==> config.mk <==
export PLATFORM = sky130hd
export DESIGN_NAME = mini_core
export DESIGN_NICKNAME = d
export VERILOG_FILES = /design/src/procci_pkg.sv /design/src/mini_core.sv
export SDC_FILE = /design/constraint.sdc
export NUM_CORES = 1
export LEC_CHECK = 0
export BUFFER_PORTS_ARGS = -buffer_cell sky130_fd_sc_hd__buf_2
export CORE_MARGIN = 2
export CORE_UTILIZATION = 60
export DETAILED_ROUTE_END_ITERATION = 12
export PLACE_DENSITY = 0.84
export SLEW_MARGIN = 0
export SYNTH_ARGS = -nofsm -noshare
export SYNTH_HDL_FRONTEND = slang
export SYNTH_SLANG_ARGS = --single-unit
==> constraint.sdc <==
create_clock -name clk -period 4.33 [get_ports clk]
set_input_delay 0.866 -clock clk [delete_from_list [all_inputs] [get_ports clk]]
set_output_delay 0.866 -clock clk [all_outputs]
set_load 0.05 [all_outputs]
==> src/procci_pkg.sv <==
package procci_pkg;

  // Word and address sizes
  localparam int word_w    = 32;
  localparam int addr_w    = 8;
  localparam int mem_depth = 256;

  // Core register file
  localparam int reg_count = 4;
  localparam int reg_idx_w = $clog2(reg_count);

  // Core reset hold after a run strobe, in clock cycles
  localparam int boot_cycles = 8;
  localparam int boot_cnt_w  = $clog2(boot_cycles);

  typedef logic [word_w-1:0]     word_t;
  typedef logic [addr_w-1:0]     addr_t;
  typedef logic [boot_cnt_w-1:0] boot_cnt_t;

  // Opcode in the top nibble of every instruction
  // Anything not listed is executed as a halt
  typedef enum logic [3:0] {
    op_li   = 4'h1,
    op_add  = 4'h2,
    op_dec  = 4'h3,
    op_lw   = 4'h4,
    op_sw   = 4'h5,
    op_bnz  = 4'h6,
    op_halt = 4'h7
  } opcode_t;

  // Instruction field positions
  localparam int op_msb  = 31;
  localparam int op_lsb  = 28;
  localparam int rd_msb  = 27;
  localparam int rd_lsb  = 26;
  localparam int rs_msb  = 25;
  localparam int rs_lsb  = 24;
  // Immediate, low addr_w bits double as the word address
  localparam int imm_msb = 15;
  localparam int imm_lsb = 0;

endpackage

==> src/mini_core.sv <==
`timescale 1ns/1ps

module mini_core (
  input  logic              clk,
  input  logic              rst_i,

  // Instruction bus
  output logic              ifetch_stb_o,
  output procci_pkg::addr_t ifetch_addr_o,
  input  logic              ifetch_ack_i,
  input  procci_pkg::word_t ifetch_data_i,

  // Data bus
  output logic              dmem_stb_o,
  output logic              dmem_we_o,
  output procci_pkg::addr_t dmem_addr_o,
  output procci_pkg::word_t dmem_wdata_o,
  input  logic              dmem_ack_i,
  input  procci_pkg::word_t dmem_rdata_i,

  output logic              halted_o
);

  // Idle gives one quiet cycle out of reset before the first fetch
  typedef enum logic [2:0] {
    st_idle,
    st_fetch,
    st_fetch_wait,
    st_exec,
    st_mem_wait,
    st_halted
  } core_state_t;

  core_state_t       state;
  procci_pkg::addr_t pc;
  procci_pkg::word_t ir;
  procci_pkg::word_t regs [procci_pkg::reg_count];

  // Decoded instruction fields
  procci_pkg::opcode_t              opcode;
  logic [procci_pkg::reg_idx_w-1:0] rd;
  logic [procci_pkg::reg_idx_w-1:0] rs;
  procci_pkg::word_t                imm;
  procci_pkg::addr_t                target;
  procci_pkg::word_t                rd_val;
  procci_pkg::word_t                rs_val;

  assign opcode = procci_pkg::opcode_t'(ir[procci_pkg::op_msb:procci_pkg::op_lsb]);
  assign rd     = ir[procci_pkg::rd_msb:procci_pkg::rd_lsb];
  assign rs     = ir[procci_pkg::rs_msb:procci_pkg::rs_lsb];
  assign imm    = procci_pkg::word_t'(ir[procci_pkg::imm_msb:procci_pkg::imm_lsb]);
  assign target = ir[procci_pkg::imm_lsb +: procci_pkg::addr_w];
  assign rd_val = regs[rd];
  assign rs_val = regs[rs];

  // Fetch strobe lasts the single fetch state
  assign ifetch_stb_o  = (state == st_fetch);
  assign ifetch_addr_o = pc;
  assign halted_o      = (state == st_halted);

  // Control, program counter and register file
  always_ff @(posedge clk) begin
    if (rst_i) begin
      state      <= st_idle;
      pc         <= '0;
      dmem_stb_o <= 1'b0;
      for (int i = 0; i < procci_pkg::reg_count; i++) begin
        regs[i] <= '0;
      end
    end else begin
      // Data strobe is a one-cycle pulse
      dmem_stb_o <= 1'b0;
      case (state)
        st_idle: begin
          state <= st_fetch;
        end
        st_fetch: begin
          state <= st_fetch_wait;
        end
        st_fetch_wait: begin
          if (ifetch_ack_i) begin
            state <= st_exec;
          end
        end
        st_exec: begin
          state <= st_fetch;
          pc    <= pc + 1'b1;
          case (opcode)
            procci_pkg::op_li: begin
              regs[rd] <= imm;
            end
            procci_pkg::op_add: begin
              regs[rd] <= rd_val + rs_val;
            end
            procci_pkg::op_dec: begin
              regs[rd] <= rd_val - 1'b1;
            end
            procci_pkg::op_lw, procci_pkg::op_sw: begin
              dmem_stb_o <= 1'b1;
              state      <= st_mem_wait;
            end
            procci_pkg::op_bnz: begin
              if (rs_val != '0) begin
                pc <= target;
              end
            end
            default: begin
              // Halt and every unknown opcode stop here
              state <= st_halted;
            end
          endcase
        end
        st_mem_wait: begin
          if (dmem_ack_i) begin
            if (opcode == procci_pkg::op_lw) begin
              regs[rd] <= dmem_rdata_i;
            end
            state <= st_fetch;
          end
        end
        st_halted: begin
          state <= st_halted;
        end
        default: begin
          state <= st_idle;
        end
      endcase
    end
  end

  // Instruction and data bus payload
  always_ff @(posedge clk) begin
    if ((state == st_fetch_wait) && ifetch_ack_i) begin
      ir <= ifetch_data_i;
    end
    if (state == st_exec) begin
      dmem_we_o    <= (opcode == procci_pkg::op_sw);
      dmem_addr_o  <= target;
      dmem_wdata_o <= rd_val;
    end
  end

endmodule

# --- Word-level counts from Yosys, hierarchy flattened ---
# Memories as Yosys holds them, arrays and structs flattened. A register that Yosys moved wholly into a read port is not among the register bits.
# Index checks and enable logic that the tools add are counted.
word_totals:
  memories: 1
  input_bits: 68
  word_cells: 70
  reg_bits: 85
  out_inout_bits: 52
  ramBits: 128
classes:
  muxes: 34
  addsub: 3
  n_reduce_logical: 8
  eq_ne: 13
  bitwise: 4
memory_table:
  columns: ["name", "depth", "width", "read_ports", "rd_ports_with_merged_regs", "wr", "line", "text"]
  rows:
  - ["regs", 4, 32, 2, 2, 4, "mini_core.sv:37", "procci_pkg::word_t regs [procci_pkg::reg_count];"]
op_table:
  columns: ["op", "n"]
  rows:
  - ["32-bit two-way mux", 4]
  - ["32-bit adder", 1]
  - ["32-bit nonzero test", 1]
  - ["32-bit OR reduction", 1]
  - ["32-bit by 1-bit subtractor with 32-bit output, second input constant", 1]
  - ["1-bit two-way mux", 21]
  - ["3-bit case mux with 6 select lines", 1]
  - ["8-bit two-way mux", 2]
  - ["4-bit by 3-bit == test with 1-bit output, second input constant", 3]
  - ["8-bit by 1-bit adder with 8-bit output, second input constant", 1]
  - ["4-bit by 2-bit == test with 1-bit output, second input constant", 2]
  - ["3-bit by 2-bit == test with 1-bit output, second input constant", 2]
  - ["3-bit == test, second input constant", 2]
  - ["2-bit two-way mux", 3]
  - ["3-bit two-way mux", 2]
  - ["3-bit case mux with 2 select lines", 1]
  - ["4-bit by 1-bit == test with 1-bit output, second input constant", 1]
  - ["2-bit != test, second input constant", 2]
  - ["2-bit OR reduction", 2]
  - ["4-bit OR reduction", 1]
  - ["3-bit by 1-bit == test with 1-bit output, second input constant", 1]
  - ["3-bit zero test", 1]
  - ["1-bit OR", 3]
  - ["2-bit AND reduction", 1]
  - ["other kinds (2)", 2]

# --- Depth between registers and ports, before layout ---
# Gate-level depths: netlist (run 1).
logic_depth:
  depth_word: 10
  depth_mapped: 15
  mapped_depth_nobuf: 12

# --- Worst setup path before layout (run 1) ---
# OpenSTA, ideal clock, no wires.
synth_path:
  kind: "register to register"
  start: "reg (tool-made name)"
  end: "mem regs[0][24] in the netlist's numbering (data pin)"
  setup_slack_ns: 0.401
  path_stages_with_launch: 14
  arrival_time_ns: 3.659
  path_buffers: 3
  required_ns: 4.060
  period_less_slack_ns: 3.929
  path_cell_list: "dfxtp_1 clkbuf_1 buf_2 mux4_2 ha_1 clkbuf_1 a21o_1 a221o_1 and2_1 o311a_1 o21ai_0 a21oi_1 a211oi_1 nor2_1"
synth_rtl:
  columns: ["item", "line"]
  rows:
  - ["end, declared", "mini_core.sv:37"]

==> results of run 1 <==
[worst reg2reg max path: stages (launching register included)]
cell and delay (ns):
dfxtp_4 0.45, buf_4 0.21, mux4_2 0.63, ha_1 0.43
o211a_1 0.27, a221o_1 0.34, and2_1 0.18, o311a_1 0.39
o21ai_0 0.35, a21oi_1 0.13, a211oi_1 0.22, buf_4 0.20
nor2_1 0.06
[per-layer routing]
metal	global-route usage [%]	up-vias
met2	49.2	708
met5	0	-
li1	-	4315
met4	11.1	0
met1	47.5	4794
met3	6.27	82
[timing repair]
| item | in CTS | in global routing |
|---|---|---|
| endpoints found under the setup margin | 0 | 27 |
| endpoints found under the hold margin | 0 | 0 |
| gates resized for setup | 0 | 3 |
| buffers inserted | 0 | 2 |
[power by group]
part / total [mW] / switching, mW / internal, mW
clock: 2.04 / 0.776 / 1.26
combinational: 1.48 / 0.927 / 0.556
sequential: 2.39 / 0.0690 / 2.32
[cell type report]
class                           instances  area [um2]
Clock inverter                         13         194
Fill cell                            1307        5890
Sequential cell                       209        6120
Multi-Input combinational cell        750        5780
Inverter                               34         128
Timing Repair Buffer                  170        1060
Clock buffer                           25         583
Tap cell                              270         338
[through the flow]
step                      area (um2)  setup WS [ns]  cells  util (%)
after detailed placement       13400          0.167   1431      66.7
final                          14200          0.211   1471      70.7
after global placement         13400          0.217   1431      66.7
after global routing           14200        0.00832   1471      70.7
after floorplan                12200          0.401   1047         -
after CTS                      14200          0.115   1469      70.6
[kinds of logic after synthesis]
family	count (synthesis)	share of synthesized area, %
AOI/OAI and AO/OA	210	11.5
xor gates and xnor gates	42	3.01
adders and majority gates	34	3.54
buffers and inverters	88	3.00
DFF	209	50.0
muxes	87	13.8
and+or+nand+nor	377	15.2
[sequential cells by signal (all words and copies together) (netlist names), named ones only]
name / cells
dmem_addr_o: 8
regs: 128
dmem_we_o: 1
ir: 24
ifetch_addr_o: 8
dmem_stb_o: 1
state: 3
dmem_wdata_o: 32
[cell usage in the layout, fill, tap and decap left out, drive strengths merged, types with 14 or more instances in the layout]
cell type	instances
inv	34
ha	33
nor4	22
a21oi	56
nand3	23
clkbuf	25
nand2	56
xnor2	21
nor2	159
edfxtp	193
o21ai	42
nand2b	18
dfxtp	16
nor3	25
mux2i	14
buf	170
mux4	64
xor2	21
[final timing paths]
kind	startpoint	end	slack [ns]
worst max-delay path	flip-flop	regs[1][24]	0.21
worst min-delay path	ir[24]	flip-flop	0.48
worst max register to register	flip-flop	regs[1][24]	0.21
worst min register to register	ir[24]	flip-flop	0.48
==> impl_metrics.yaml, run 1 <==
floorplanning:
  fp.dieH_um: 147
  core_mm2: 0.0201
  dieArea_mm2: 0.0215
  die_x_um: 147
  start_util_pct: 60.8
  ios: 120
  rows: 52
cts:
  path_clk_slew_ns: 0.06
  cts-root-buf: "clkbuf_16"
  tritoncts: "done"
  cts_sinks: 209
  hold_buffers: 0
  htree_levels: 1
  cts_buffers: 22
  ctsLongestPathBuffers: 3
  insertion_delay_ns: 0.52
timing:
  fin_skew_ns: 0.00955
  setup_tns_ns: 0
  slew_headroom_pct: 29.3
  maxSlewViolCount: 0
  fin_crit_ns: 4.12
  whs_ns: 0.484
  rsz0062_at_grt: "false"
  fmax_mhz: 243
  period_share_pct: 95.1
  max_slew.worst_pin.slew_ns: 1.06
  hold_violations: 0
  setup_viol: 0
placement:
  gp_congestion: 0.988
  hpwlAfterDp_mm: 24.9
  io_buffers: 111
synth:
  ys_seq_elements: 209
  ys_seq_area_share_pct: 50.0
  synth_commonest_cells: "edfxtp_1, nor2_1, mux4_2, a21oi_1, nand2_1"
  async_flop_share_pct: 0
  ys_warn_count: 0
  synthCells: 1047
  synth_area_leader_cell: "edfxtp_1"
  synth_area_mm2: 0.0122
  yosysMostFrequentCell: "edfxtp_1"
  ys_top_cells_by_area: "edfxtp_1, mux4_2, nor2_1"
  yosys_most_used_dff: "edfxtp_1"
  syn-num-nets: 1149
  synth_edf_count: 193
  syn-mean-instance-area_um2: 11.7
  synth_top_area_share_pct: 47.4
  synth.distinct_cells: 75
power_and_ir_drop:
  power_mw: 5.91
  power_density_mw_per_mm2: 416
  leakage_nw: 5.34
  vdd_drop_max_v: 0.000257
routing:
  top_layer: "met4"
  via_count: 9899
  remaining_drc_errors: 0
  via_per_inst: 6.73
  wl_met3_mm: 4.47
  ant_nets: 0
  drt_wl_total_mm: 35.3
  wl_met2_mm: 16.1
  drt-initial-drc-count: 1385
  met1_length_mm: 13.7
  wire_per_inst_um: 24.0
  drtPass1Iterations: 6
grt:
  overflow: 0
  grt_pass1_vias: 9488
  track_usage_pct: 32.4
  antenna_found_initial: 0
  grt_pass1_wl_mm: 53.5
  grt_max_degree: 54
worst_setup_path:
  critPathCaptureType: "flip-flop"
  crit_buf_inv: 2
  reg2reg_depth: 12
  critical_path_class: "reg2reg"
  crit_family: "compound AO/OA/AOI/OAI gates"
  start_kind: "flip-flop"
  crit_top_cell: "buf_4"
  crit_path_top_delay_cell: "mux4_2"
  worstSetupPathDepth: 12
  path_cells: "buf_4, mux4_2, ha_1, o211a_1, a221o_1, and2_1, o311a_1, o21ai_0, a21oi_1, a211oi_1, buf_4, nor2_1"
  slowest_delay_ns: 0.63
  worstPathMaxFanout: 8
  cp.arrival_ns: 4.37
  required_ns: 4.58
cells_and_area:
  antenna_cells: 0
  area_delta_synth_final_pct: 16.2
  nNetsFinal: 1289
  drive_gt1_share_pct: 25.3
worst_hold_path:
  min_path_cells: 1
  hold_class: "reg2reg"
run_status:
  outcome: "completed"
job:
  maxCapViolCount: 0
Power figures use the tool's default switching activity.
==> inputs of run 2 (changes only) <==
CAP_MARGIN = 25   (was default)
CORE_UTILIZATION = 25   (was 60)
GPL_TIMING_DRIVEN = 0   (was default)
PLACE_DENSITY = 0.43   (was 0.84)
==> impl_metrics.yaml, run 2 (same netlist as run 1, synthesis figures left out) <==
timing:
  worst_slack_ns: 0.149
  slew_headroom_pct: 42.6
  rsz0062_at_grt: "true"
  fin_skew_ns: 0.0231
  max_slew.worst_pin.slew_ns: 0.861
  fmax_mhz: 239
  maxSlewViolCount: 0
  fin_crit_ns: 4.18
  hold_violations: 0
  setup_viol: 0
  whs_ns: 0.480
  period_share_pct: 96.6
floorplanning:
  rows: 81
  ios: 120
  die_x_um: 225
  start_util_pct: 25.1
  core_mm2: 0.0486
  dieArea_mm2: 0.0507
  fp.dieH_um: 225
cells_and_area:
  nNetsFinal: 1309
  final_cells: 1848
  area_delta_synth_final_pct: 21.7
  largest_reg_flops: 128
  top_register: "regs"
  final_common_cell: "edfxtp_1"
  layout_common_cells: "edfxtp_1, nor2_1, buf_2"
  top_regs: "regs x128, dmem_wdata_o x32, ir x24"
  drive_gt1_share_pct: 26.4
worst_setup_path:
  critPathCaptureType: "flip-flop"
  r2r-end: "regs[1][24]"
  cp.arrival_ns: 4.45
  reg2reg_depth: 13
  start_kind: "flip-flop"
  required_ns: 4.60
  r2r_slack_ns: 0.15
  worstPathMaxFanout: 10
  setup.worst_path.end: "regs[1][24]"
  critical_path_class: "reg2reg"
worst_hold_path:
  min_path_cells: 1
  hold_class: "reg2reg"
routing:
  via_per_inst: 5.13
  drt-initial-drc-count: 821
  drt_wl_total_mm: 43.7
  wire_per_inst_um: 23.7
  ant_nets: 0
  remaining_drc_errors: 0
  drtPass1Iterations: 5
  via_count: 9477
grt:
  overflow: 0
  track_usage_pct: 17.2
  grt_max_degree: 33
  grt_pass1_vias: 9265
  antenna_found_initial: 4
  grt_pass1_wl_mm: 63.8
cts:
  cts_sinks: 209
  path_clk_slew_ns: 0.06
  cts_buffers: 24
  tritoncts: "done"
  cts-root-buf: "clkbuf_16"
  insertion_delay_ns: 0.55
  htree_levels: 1
  ctsLongestPathBuffers: 3
job:
  maxCapViolCount: 0
placement:
  dp_cells: 1790
  gp_congestion: 0.878
  hpwlAfterDp_mm: 33.5
  io_buffers: 110
  pre_cts_slack_ns: -1.29
power_and_ir_drop:
  power_density_mw_per_mm2: 399
  leakage_nw: 5.38
  vdd_drop_max_v: 0.000312
run_status:
  outcome: "completed"
-- run 2: layer usage --
metal  GRT usage (%)  vias up  share of wire (%)
li1                -     4373                  -
met1            23.1     4777                 43
met2            29.4      265                 49
met3            2.43       56                5.6
met4            4.14        6                2.2
met5               0        -              0.085
-- run 2: timing repair --
action / CTS / global route
setup endpoints to repair: 112 / 120
pin swaps: 6 / 6
setup buffers: 10 / 8
resized for setup: 33 / 37
hold buffers: 0 / 0
-- run 2: final cells by class --
type                       instances  area (um2)
sequential                       209        6120
fill                            4978       33800
timing repair buffer             139         847
multi-input combinational        750        6000
clock buffer                      33         676
inverter                          34         128
tap                              622         778
antenna                            1        2.50
clock inverter                    11        65.1
buffer                            49         270
-- run 2: worst min path at each step --
stage                startpoint             end  slack, ns
6_report                 ir[25]       flip-flop       0.48
5_1_grt        ifetch_data_i[0]           ir[0]       0.47
4_1_cts        ifetch_data_i[6]           ir[6]       0.47
3_5_place_dp             ir[25]       flip-flop       0.47
3_3_place_gp             ir[24]       flip-flop       0.46
2_1_floorplan             ir[7]  dmem_addr_o[7]       0.44
-- run 2: per-stage QoR --
stage / utilization [%] / TNS (ns) / instance area [um2] / total power, mW
finish: 30.6 / 0 / 14900 / 5.94
global route: 30.6 / -0.0140 / 14900 / 6.19
floorplan: - / 0 / 12200 / 3.44
global placement: 27.9 / -181.89 / 13600 / 3.90
CTS: 30.2 / 0 / 14700 / 5.92
detailed placement: 28.3 / -83.06 / 13800 / 3.91
-- run 2: worst max-delay path: stages, from the launching register on --
cell,delay (ns)
dfxtp_1,0.50
clkbuf_4,0.36
mux4_2,0.38
ha_1,0.29
clkbuf_1,0.20
a21o_1,0.29
a221o_1,0.41
and2_1,0.18
o311a_1,0.42
o21ai_2,0.23
a21oi_1,0.14
a211oi_4,0.24
buf_4,0.19
nor2_1,0.06
-- run 2: power breakdown --
part           leakage (nW)  switching, mW  internal, mW
Clock                 0.372          0.860          1.10
Combinational          2.96           1.02         0.577
Sequential             2.05         0.0589          2.32
