[src/procci_pkg.sv]
package procci_pkg;

  // Word and address sizes
  localparam int word_w    = 32;
  localparam int addr_w    = 8;
  localparam int mem_depth = 256;

  // Core register file
  localparam int reg_count = 4;
  localparam int reg_idx_w = $clog2(reg_count);

  // Core reset hold after a run strobe, in clock cycles
  localparam int boot_cycles = 8;
  localparam int boot_cnt_w  = $clog2(boot_cycles);

  typedef logic [word_w-1:0]     word_t;
  typedef logic [addr_w-1:0]     addr_t;
  typedef logic [boot_cnt_w-1:0] boot_cnt_t;

  // Opcode in the top nibble of every instruction
  // Anything not listed is executed as a halt
  typedef enum logic [3:0] {
    op_li   = 4'h1,
    op_add  = 4'h2,
    op_dec  = 4'h3,
    op_lw   = 4'h4,
    op_sw   = 4'h5,
    op_bnz  = 4'h6,
    op_halt = 4'h7
  } opcode_t;

  // Instruction field positions
  localparam int op_msb  = 31;
  localparam int op_lsb  = 28;
  localparam int rd_msb  = 27;
  localparam int rd_lsb  = 26;
  localparam int rs_msb  = 25;
  localparam int rs_lsb  = 24;
  // Immediate, low addr_w bits double as the word address
  localparam int imm_msb = 15;
  localparam int imm_lsb = 0;

endpackage

[src/reset_boot.sv]
`timescale 1ns/1ps

module reset_boot (
  input  logic clk,
  input  logic rst_i,
  input  logic run_i,
  output logic core_rst_o
);

  typedef enum logic [1:0] {
    st_hold,
    st_boot,
    st_run
  } boot_state_t;

  boot_state_t           state;
  procci_pkg::boot_cnt_t cnt;

  // Hold until the host strobes run, then count down the boot period
  always_ff @(posedge clk) begin
    if (rst_i) begin
      state <= st_hold;
      cnt   <= '0;
    end else if (run_i) begin
      // Any run strobe restarts the hold, also while running
      state <= st_boot;
      cnt   <= procci_pkg::boot_cnt_t'(procci_pkg::boot_cycles - 1);
    end else if (state == st_boot) begin
      if (cnt == '0) begin
        state <= st_run;
      end else begin
        cnt <= cnt - 1'b1;
      end
    end
  end

  // Core stays in reset in every state but run
  assign core_rst_o = (state != st_run);

endmodule

[config.mk]
export PLATFORM = sky130hd
export DESIGN_NAME = reset_boot
export DESIGN_NICKNAME = d
export VERILOG_FILES = /design/src/procci_pkg.sv /design/src/reset_boot.sv
export SDC_FILE = /design/constraint.sdc
export NUM_CORES = 1
export LEC_CHECK = 0
export ABC_AREA = 1
export BUFFER_PORTS_ARGS = -buffer_cell sky130_fd_sc_hd__clkbuf_2
export CAP_MARGIN = 20
export CORE_AREA = 2 2 39 41
export CTS_CLUSTER_DIAMETER = 80
export DETAILED_ROUTE_END_ITERATION = 8
export DIE_AREA = 0 0 41 43
export PLACE_DENSITY_LB_ADDON = 0.2
export SLEW_MARGIN = 20
export SYNTH_ARGS = -nofsm -noshare
export SYNTH_HDL_FRONTEND = slang
export SYNTH_SLANG_ARGS = --single-unit
[constraint.sdc]
create_clock -name clk -period 1.2 [get_ports clk]
set_input_delay 0.12 -clock clk [delete_from_list [all_inputs] [get_ports clk]]
set_output_delay 0.12 -clock clk [all_outputs]
set_load 0.02 [all_outputs]
# Yosys cells after proc, flatten, opt, wreduce, memory -nomap -nowiden
# Cells that the tools add are included.
[word_totals]
reg_bits = 5
wordCells = 20
input_bits = 3
output_inout_bits = 1
[classes]
reduce_logical = 7
n_addsub = 1
mux = 6
eq_ne = 3
[ops]
columns = ["op", "n"]
rows = [
  ["$mux 3", 3],
  ["$reduce_and 2->1", 3],
  ["$ne 2x2->1 const B", 2],
  ["$reduce_bool 2->1", 2],
  ["$logic_not 3->1", 1],
  ["$mux 1", 3],
  ["$sub 3x1->3 const B", 1],
  ["$eq 2x1->1 const B", 1],
  ["$reduce_or 2->1", 1],
]

# Depth between registers and ports, before layout
# Gate-level depths: netlist of run 1.
[logic_depth]
word_depth = 4
ltp_mapped = 7
mapped_depth_nobuf = 7

# Least setup slack after synthesis of run 1
# OpenSTA, ideal clock, no wires.
[synth_timing]
path_kind = "reg2reg"
from = "register cnt[0]"
to = "register cnt[1]"
required_time_ns = 1.130
period_less_slack_ns = 0.963
slack_ns = 0.237
arrival_time_ns = 0.893
path_buffers = 0
path_stages_with_launch = 6
setup_ns = 0.070
path_cell_list = "dfxtp_1 -> inv_1 -> ha_1 -> nand2_1 -> nand3_1 -> a21oi_1"
[synth_between]
elab_chain_len = 4
word_cells_on_any_way = 7
classes_between = "add/sub (1); eq/ne (1); mux (3); reduce/logical (2)"
[synth_rtl]
columns = ["element", "line_no", "rtl"]
rows = [
  ["start: declaration", "reset_boot.sv:17", "procci_pkg::boot_cnt_t cnt;"],
  ["start signal: assignment", "reset_boot.sv:27", "cnt <= procci_pkg::boot_cnt_t'(procci_pkg::boot_cycles - 1);"],
  ["start signal: assignment", "reset_boot.sv:32", "cnt <= cnt - 1'b1;"],
  ["$sub 3x1->3", "reset_boot.sv:32", ""],
  ["$mux 3", "reset_boot.sv:29", "if (cnt == '0) begin"],
  ["$mux 3", "reset_boot.sv:28", "end else if (state == st_boot) begin"],
  ["$mux 3", "reset_boot.sv:24", "end else if (run_i) begin"],
]
# Several ways; a longest one is shown, not always the timed one. The select of a mux whose other input is x is not followed.
# A chain may end at the register's enable or synchronous reset.

# Final worst setup path of run 1
# Ends and elaborated chain as after synthesis.

==> reports/results.ini, run 1 <==
[die]
boundaryPins=4
fp.dieArea_mm2=0.00176
fp.dieH_um=43
floorplan.initialDensity=0.204
num_rows=14
die_width_um=41
core_area_mm2=0.00138

[placement]
numPlacedInstances=59
gp_congestion=0.708
dp_hpwl_um=418
port-buffer-count=3
detailed_place.area_um2=318

[final_layout]
stdcell_area_um2=344
num-fill-cells=158
diodes=0
multiInputGateArea_um2=148
postLayoutCoreUtil=0.249
sequential_cell_area_um2=100
fin_nets=53
flow.area_growth_from_synthesis_pct=21.7
instances_no_fill=63
drive_above_1_share=0.298

[setup_path]
critPathLaunch=cnt[0]$_SDFFE_PP0P_
start_kind=flip-flop
reg2reg_slack_ns=0.15
crit_path_end_kind=flip-flop
cp_data_arrival_time_ns=1.22
timing.rr.start=cnt[0]$_SDFFE_PP0P_
worstRegToRegCells=5
crit_fanout=3
path_class=flip-flop to flip-flop
crit-reg2reg-capture=cnt[1]$_SDFFE_PP0P_
critical_path_data_required_time_ns=1.38

[timing]
clock_tree_skew_after_final_layout_ns=0.00259
grt_setup_unrepaired=no
finalCritPeriodShare=0.871
worst_pin_slew_ns=0.152
hold_violations=0
setup_violations=0
setup_total_negative_slack_ns=0
final-max-slew-violation-count=0
post-route-min-period_ns=1.05
fmax_achieved_mhz=957
worst_case_headroom_to_the_max_slew_limit=0.898

[clock_network]
clk_path_buf_depth=2
postCtsSetupBuffers=0
ctsHtreeMaxLevel=1
clk_pin_slew_ns=0.05
cts_num_sinks=5
postCtsHoldBufs=0
post_cts_resized=0
clock-root-buffer=sky130_fd_sc_hd__clkbuf_4
tritoncts=yes
clock_latency_ns=0.24
cts_buffers=3

[drt]
detail_route.drc_violations=0
routed_wire_length_per_instance_um=8.06
avgViaCountPerCell=4.03
dr_total_vias=254
route.antenna.remaining_nets=0
detail_route.first_pass.iterations=2
finalWirelength_um=508
detailedRoute.firstIterationViolations=5

[global_routing]
grt_antenna_before_repair=0
grt_start_max_net_pins=8
first_global_vias=235
grt_first_pass_wirelength_um=897
groute.usage.overall=0.0782
global_route.overflow_total=0

[synth]
count_of_unique_library_cells_instantiated_by_yosys=12
avgSynthCellArea_um2=7.07
synth.net_count=45
postSynthRegisterBits=5
synth_area_um2=283
syn-instance-count=40
synth-seq-area-share=0.354
synthesis.yosys.warnings=0

[worst_hold_path]
min_to=state[0]$_SDFFE_PP0P_
worst_hold_path_type=input pin to flip-flop
hold-path-cell-count=2
min-delay-start=rst_i

[power]
leakage_power_nw=0.163
vdd_drop_max_mv=0.453
p_total_w=0.000490
power.density_cell_area_mw_per_mm2=1430

[status]
outcome=finished clean

[job]
drv_cap=0

## cell usage in the layout, fill, tap and decap left out, drive strengths merged
cell type  count
nand2         12
inv            8
nand3          7
clkbuf         7
dfxtp          5
a21oi          4
ha             2
nor2           2
## state kept, by name, indices dropped and copies added (netlist names)
signal,count
state,2
cnt,3
## layer usage
metal	wire (um)	GRT usage	vias to the layer above
li1	-	-	139
met1	243	0.0865	108
met2	224	0.103	5
met3	27	0.0471	2
met4	13	0.0600	0
met5	0	0	-
## area by class of cell
| class | count | area share |
|---|---|---|
| Clock buffer | 4 | 0.0764 |
| Sequential cell | 5 | 0.291 |
| Tap cell | 16 | 0.0582 |
| Multi-Input combinational cell | 27 | 0.429 |
| Inverter | 8 | 0.102 |
| Timing Repair Buffer | 3 | 0.0436 |
## stage by stage
step / setup WS (ns) / hold slack, ns
CTS: 0.139 / 0.0869
finish: 0.155 / 0.0929
floorplan: 0.237 / 0.189
detailed placement: 0.152 / 0.346
global route: 0.0607 / 0.0992
global placement: 0.156 / 0.341
## synthesized netlist by cell type, drive strengths merged
master,count,area (um^2)
inv,8,35.0
ha,2,25.0
nand2,12,52.6
a21oi,4,20.0
dfxtp,5,100
nor2,2,10.0
nand3,7,40.0
## how the worst max path moves through the flow
stage               slack (ns)             endpoint
CTS                       0.14           core_rst_o
global route              0.06  cnt[0]$_SDFFE_PP0P_
global placement          0.16  cnt[1]$_SDFFE_PP0P_
finish                    0.15  cnt[1]$_SDFFE_PP0P_
floorplan                 0.24  cnt[1]$_SDFFE_PP0P_
detailed placement        0.15  cnt[1]$_SDFFE_PP0P_
## cells by family after synthesis
family                   synth area share
AND/OR/NAND/NOR                     0.363
flip-flops                          0.354
adder cells (fa/ha/maj)            0.0885
AO/OA/AOI/OAI                      0.0708
buffers and inverters               0.124
## critical path, stage by stage, from the launching register on
cell and delay [ns]:
sky130_fd_sc_hd__dfxtp_1 0.34, sky130_fd_sc_hd__inv_1 0.07, sky130_fd_sc_hd__ha_1 0.29, sky130_fd_sc_hd__nand2_1 0.07, sky130_fd_sc_hd__nand3_1 0.07, sky130_fd_sc_hd__a21oi_1 0.14
## where the power goes
| part | internal, W | leakage, nW | switching (W) | total, W |
|---|---|---|---|---|
| Sequential | 0.000183 | 0.0416 | 0.0000117 | 0.000194 |
| Combinational | 0.0000402 | 0.107 | 0.0000569 | 0.0000970 |
| Clock | 0.000126 | 0.0150 | 0.0000731 | 0.000199 |
| Total | 0.000349 | 0.163 | 0.000142 | 0.000490 |
No activity file was read; power rests on OpenSTA's default activity.
==> inputs of run 2 (changes only) <==
- ABC_AREA: 1 -> unset
==> run 2 against run 1 <==
  * Final cell count decreased by 7.9%
  * Count of clock-buffer cells in the layout decreased by 1
  * First-iteration DRC count fell by 80%
  * Largest power group unchanged
  * Utilization up 5.0 points
  * Sequential power hardly changed
  * Critical path type unchanged
  * Critical path depth is 1 lower
  * Hold slack got worse by 0.015 ns
  * Largest cell class unchanged
  * The run now ends with setup timing left
  * Synthesized cell count shrank 30%
  * Highest routed layer unchanged
  * Clock power increased by 3%
==> reports/results.ini, run 2 <==
[power]
power.density_cell_area_mw_per_mm2=1250
vdd_drop_max_mv=0.502
leakage_power_nw=0.166

[synth]
avgSynthCellArea_um2=9.03
post-synth-top-count-cell=sky130_fd_sc_hd__dfxtp_1
yosys.area.top_type_share=0.396
synth.net_count=33
postSynthRegisterBits=5
number_of_enable_flip_flop_cells_after_synthesis=0
async_reset_ff_frac=0
synth_area_um2=253
count_of_unique_library_cells_instantiated_by_yosys=16
netlist_top_cells_area=sky130_fd_sc_hd__dfxtp_1, sky130_fd_sc_hd__ha_1, sky130_fd_sc_hd__nand2b_1, sky130_fd_sc_hd__inv_1, sky130_fd_sc_hd__nand2b_4
synth-seq-area-share=0.396
synth_common_cells=sky130_fd_sc_hd__dfxtp_1, sky130_fd_sc_hd__inv_1, sky130_fd_sc_hd__nand2b_1
ys.flop_type=sky130_fd_sc_hd__dfxtp_1
synthDominantAreaCellType=sky130_fd_sc_hd__dfxtp_1
synthesis.yosys.warnings=0
syn-instance-count=28

[timing]
hold_violations=0
final-max-slew-violation-count=0
clock_tree_skew_after_final_layout_ns=0.00766
setup_violations=1
worst_pin_slew_ns=0.225
worst_case_headroom_to_the_max_slew_limit=0.849
fmax_achieved_mhz=814
post-route-min-period_ns=1.23
grt_setup_unrepaired=yes
worst_slack_ns=-0.0290
finalCritPeriodShare=1.02

[final_layout]
drive_above_1_share=0.643
fin_nets=48
reg_top3=cnt (3), state (2)
mostFrequentLayoutCell=sky130_fd_sc_hd__buf_4
most-common-layout-cells=sky130_fd_sc_hd__buf_4, sky130_fd_sc_hd__dfxtp_2, sky130_fd_sc_hd__nand2b_1, sky130_fd_sc_hd__clkbuf_4, sky130_fd_sc_hd__clkbuf_2
largest-register=cnt
instances_no_fill=58
largest_register_ffs=3
flow.area_growth_from_synthesis_pct=63.4
diodes=0
postLayoutCoreUtil=0.298

[die]
num_rows=14
floorplan.initialDensity=0.183
core_area_mm2=0.00138
fp.dieArea_mm2=0.00176
boundaryPins=4
fp.dieH_um=43
die_width_um=41

[clock_network]
postCtsHoldBufs=0
ctsHtreeMaxLevel=1
clock_latency_ns=0.25
tritoncts=yes
cts_buffers=3
clk_pin_slew_ns=0.05
clk_path_buf_depth=2
clock-root-buffer=sky130_fd_sc_hd__clkbuf_4
cts_num_sinks=5

[setup_path]
crit-reg2reg-capture=cnt[2]$_SDFFE_PP0P_
critical_path_data_required_time_ns=1.38
reg2reg_slack_ns=-0.03
timing.rr.start=cnt[1]$_SDFFE_PP0P_
worstRegToRegCells=4
start_kind=flip-flop
crit_fanout=3
cp_data_arrival_time_ns=1.41
path_class=flip-flop to flip-flop
crit_path_end_kind=flip-flop

[global_routing]
groute.usage.overall=0.0873
grt_antenna_before_repair=0
global_route.overflow_total=0
first_global_vias=251
grt_start_max_net_pins=6
grt_first_pass_wirelength_um=979

[placement]
numPlacedInstances=49
gp_congestion=0.721
place_worst_setup_slack_ns=-0.0859
port-buffer-count=3
dp_hpwl_um=396

[worst_hold_path]
hold-path-cell-count=2
min-delay-start=rst_i
min_to=state[0]$_SDFFE_PP0P_
worst_hold_path_type=input pin to flip-flop

[drt]
dr_total_vias=245
route.antenna.remaining_nets=0
detail_route.drc_violations=0
detailedRoute.firstIterationViolations=1
finalWirelength_um=583
detail_route.first_pass.iterations=2
avgViaCountPerCell=4.22
routed_wire_length_per_instance_um=10.1

[job]
drv_cap=0

[status]
failed_checks=setup timing
outcome=complete, but fails checks

-- run 2: cell types whose count changed after synthesis, moves of 2 or more --
cell                       previous run  this run
sky130_fd_sc_hd__a21oi_1              4         2
sky130_fd_sc_hd__nand2b_1             0         3
sky130_fd_sc_hd__inv_2                2         0
sky130_fd_sc_hd__nand2_1              9         0
sky130_fd_sc_hd__nand3_1              6         0
sky130_fd_sc_hd__o21ai_1              0         2
sky130_fd_sc_hd__nand2_2              3         0
-- run 2: worst max-delay path by stage --
stage | startpoint | slack [ns] | to | cells after the start
final | cnt[1]$_SDFFE_PP0P_ | -0.03 | cnt[2]$_SDFFE_PP0P_ | 4
after global routing | cnt[1]$_SDFFE_PP0P_ | -0.07 | cnt[2]$_SDFFE_PP0P_ | 4
after CTS | cnt[0]$_SDFFE_PP0P_ | -0.08 | cnt[2]$_SDFFE_PP0P_ | 5
after detailed placement | cnt[0]$_SDFFE_PP0P_ | -0.09 | cnt[2]$_SDFFE_PP0P_ | 4
after global placement | cnt[1]$_SDFFE_PP0P_ | -0.06 | cnt[2]$_SDFFE_PP0P_ | 4
after floorplan | cnt[0]$_SDFFE_PP0P_ | 0.003 | cnt[2]$_SDFFE_PP0P_ | 4
-- run 2: worst max-delay path: stages, from the launching register on --
cell                      delay, ns
sky130_fd_sc_hd__dfxtp_2       0.34
sky130_fd_sc_hd__inv_4         0.05
sky130_fd_sc_hd__ha_4          0.15
sky130_fd_sc_hd__or4_4         0.47
sky130_fd_sc_hd__a31oi_1       0.14
-- run 2: cell families after synthesis --
| logic type | count (synthesis) | synth area share |
|---|---|---|
| and+or+nand+nor | 10 | 0.277 |
| adders and majority gates | 2 | 0.0990 |
| buffers and inverters | 4 | 0.0594 |
| DFF | 5 | 0.396 |
| AOI/OAI and AO/OA | 7 | 0.168 |
-- run 2: routing by layer --
metal / vias to the layer above / routed length [um] / track usage
met4: 0 / 19 / 0.0800
met1: 107 / 280 / 0.0997
met3: 2 / 25 / 0.0314
li1: 130 / - / -
met5: - / 0 / 0
met2: 6 / 258 / 0.119
-- run 2: what timing repair did --
item                                    4_1_cts  5_1_grt
endpoints found under the setup margin        4        4
resized for setup                             7        5
pin swaps                                     2        4
setup buffers                                 3        2
endpoints found under the hold margin         0        0
-- run 2: layout make-up --
type	count	area, um^2
clock buffers	3	22.5
well taps	16	20.0
fillers	137	971
inverters	4	17.5
flip-flops and latches	5	105
clock inverters	1	5.00
multi-input cells	19	175
repair buffers	10	67.6
-- run 2: power breakdown --
group          internal [W]  switching (W)
clock network      0.000121      0.0000837
logic             0.0000655      0.0000534
registers          0.000182      0.0000118
total              0.000369       0.000149
-- run 2: per-stage QoR --
stage / hold slack [ns] / area, um^2 / TNS [ns] / total power [W]
3_5_place_dp: 0.354 / 307 / -0.117 / 0.000270
4_1_cts: 0.0792 / 379 / -0.0778 / 0.000505
5_1_grt: 0.0637 / 413 / -0.103 / 0.000556
6_report: 0.0780 / 413 / -0.0290 / 0.000518
3_3_place_gp: 0.357 / 307 / -0.0904 / 0.000267
2_1_floorplan: 0.185 / 256 / 0 / 0.000240
==> inputs of run 3 (changes only) <==
- ABC_AREA: unset -> 1
- clock period: 1.2 -> 1.6 ns (I/O delays scaled with it)
==> run 3 against run 2 <==
  * The run now ends clean
  * Sequential share of layout area increased by 3.6 points
  * Final cell count increased by 8.6%
  * Via count increased by 0.82%
  * Combinational power decreased by 39%
  * Count of clock-buffer cells in the layout increased by 1
  * Largest power group unchanged
  * Highest routed layer unchanged
==> reports/results.ini, run 3 (same netlist as run 1, synthesis figures left out) <==
[die]
boundaryPins=4
core_area_mm2=0.00138
floorplan.initialDensity=0.204
die_width_um=41
fp.dieArea_mm2=0.00176
num_rows=14
fp.dieH_um=43

[clock_network]
clock_latency_ns=0.25
ctsHtreeMaxLevel=1
cts_num_sinks=5
postCtsHoldBufs=0
tritoncts=yes
clk_pin_slew_ns=0.05
cts_buffers=3
postCtsSetupBuffers=0
post_cts_resized=0
clock-root-buffer=sky130_fd_sc_hd__clkbuf_4
clk_path_buf_depth=2

[setup_path]
crit_fanout=4
crit_path_end_kind=output pin
critical_path_data_required_time_ns=1.44
critPathLaunch=state[0]$_SDFFE_PP0P_
path_class=flip-flop to output pin
start_kind=flip-flop
timing.rr.start=cnt[0]$_SDFFE_PP0P_
cp_data_arrival_time_ns=0.92

[final_layout]
num-fill-cells=151
mostFrequentLayoutCell=sky130_fd_sc_hd__nand2_1
most-common-layout-cells=sky130_fd_sc_hd__nand2_1, sky130_fd_sc_hd__nand3_1, sky130_fd_sc_hd__inv_1, sky130_fd_sc_hd__dfxtp_1, sky130_fd_sc_hd__a21oi_1
flow.area_growth_from_synthesis_pct=21.7
diodes=0
postLayoutCoreUtil=0.249
reg_top3=cnt (3), state (2)
fin_nets=53
drive_above_1_share=0.298
largest_register_ffs=3
largest-register=cnt
instances_no_fill=63

[drt]
detail_route.first_pass.iterations=1
dr_total_vias=247
detailedRoute.firstIterationViolations=0
routed_wire_length_per_instance_um=7.70
route.antenna.remaining_nets=0
finalWirelength_um=485
detail_route.drc_violations=0
avgViaCountPerCell=3.92

[timing]
post-route-min-period_ns=1.08
setup_violations=0
finalCritPeriodShare=0.673
worst_case_headroom_to_the_max_slew_limit=0.901
grt_setup_unrepaired=no
setup_total_negative_slack_ns=0
worst_pin_slew_ns=0.148
hold_violations=0
final.hold.worst_slack_ns=0.121
final-max-slew-violation-count=0
fmax_achieved_mhz=928
clock_tree_skew_after_final_layout_ns=0.00710

[global_routing]
grt_antenna_before_repair=0
first_global_vias=214
grt.met1_usage=0.0863
global_route.overflow_total=0
groute.layer.met2.usage=0.0875
globalRoute.busiestLayer=met2
groute.usage.overall=0.0731
grt_first_pass_wirelength_um=821
grt_start_max_net_pins=8
use_met3=0.0628

[job]
drv_cap=0

[power]
power.density_cell_area_mw_per_mm2=1080
p_total_w=0.000370
p_sw_w=0.000109
share_seq_of_total_power=0.393
switching_share=0.294
clock_power_share=0.412
comb_power_share=0.195
leakage_power_nw=0.163
cellInternalPower_w=0.000261
vdd_drop_max_mv=0.644

[placement]
dp_hpwl_um=391
gp_congestion=0.734
numPlacedInstances=59
port-buffer-count=3

[worst_hold_path]
min-delay-start=rst_i
worst_hold_path_type=input pin to flip-flop

[status]
outcome=finished clean

-- run 3: final cells by class --
type,instances,area [um^2],area share
inverter,8,35.0,0.102
multi-input combinational,27,148,0.429
clock buffer,4,26.3,0.0764
timing repair buffer,3,15.0,0.0436
sequential,5,100,0.291
tap,16,20.0,0.0582
-- run 3: final timing paths --
path	endpoint	slack, ns	cells past startpoint
max	core_rst_o	0.52	3
min	cnt[1]$_SDFFE_PP0P_	0.12	2
max reg2reg	cnt[1]$_SDFFE_PP0P_	0.56	5
min reg2reg	cnt[1]$_SDFFE_PP0P_	0.46	2
-- run 3: power by group through the flow --
stage          clock, W  sequential (W)  combinational [W]
2_1_floorplan         0        0.000146          0.0000585
3_3_place_gp          0        0.000148          0.0000744
3_5_place_dp          0        0.000148          0.0000735
4_1_cts        0.000152        0.000145          0.0000738
5_1_grt        0.000164        0.000147          0.0000835
6_report       0.000153        0.000145          0.0000721
-- run 3: routing by layer --
metal  vias up  wire, um  share of wire
met5         -         0              0
met4         0        13          0.027
met3         2        40          0.082
met2         6       185           0.38
met1        99       246           0.51
li1        140         -              -
-- run 3: per-stage QoR --
step                      instance area, um^2  worst slack (ns)
after global placement                    318             0.560
after detailed placement                  318             0.561
after CTS                                 344             0.510
final                                     344             0.522
after floorplan                           283             0.637
after global routing                      344             0.437
-- run 3: worst max-delay path, cell delays in order, from the launching register on --
cell                       delay [ns]
sky130_fd_sc_hd__dfxtp_1         0.38
sky130_fd_sc_hd__inv_1           0.08
sky130_fd_sc_hd__nand2_1         0.06
sky130_fd_sc_hd__clkbuf_2        0.16
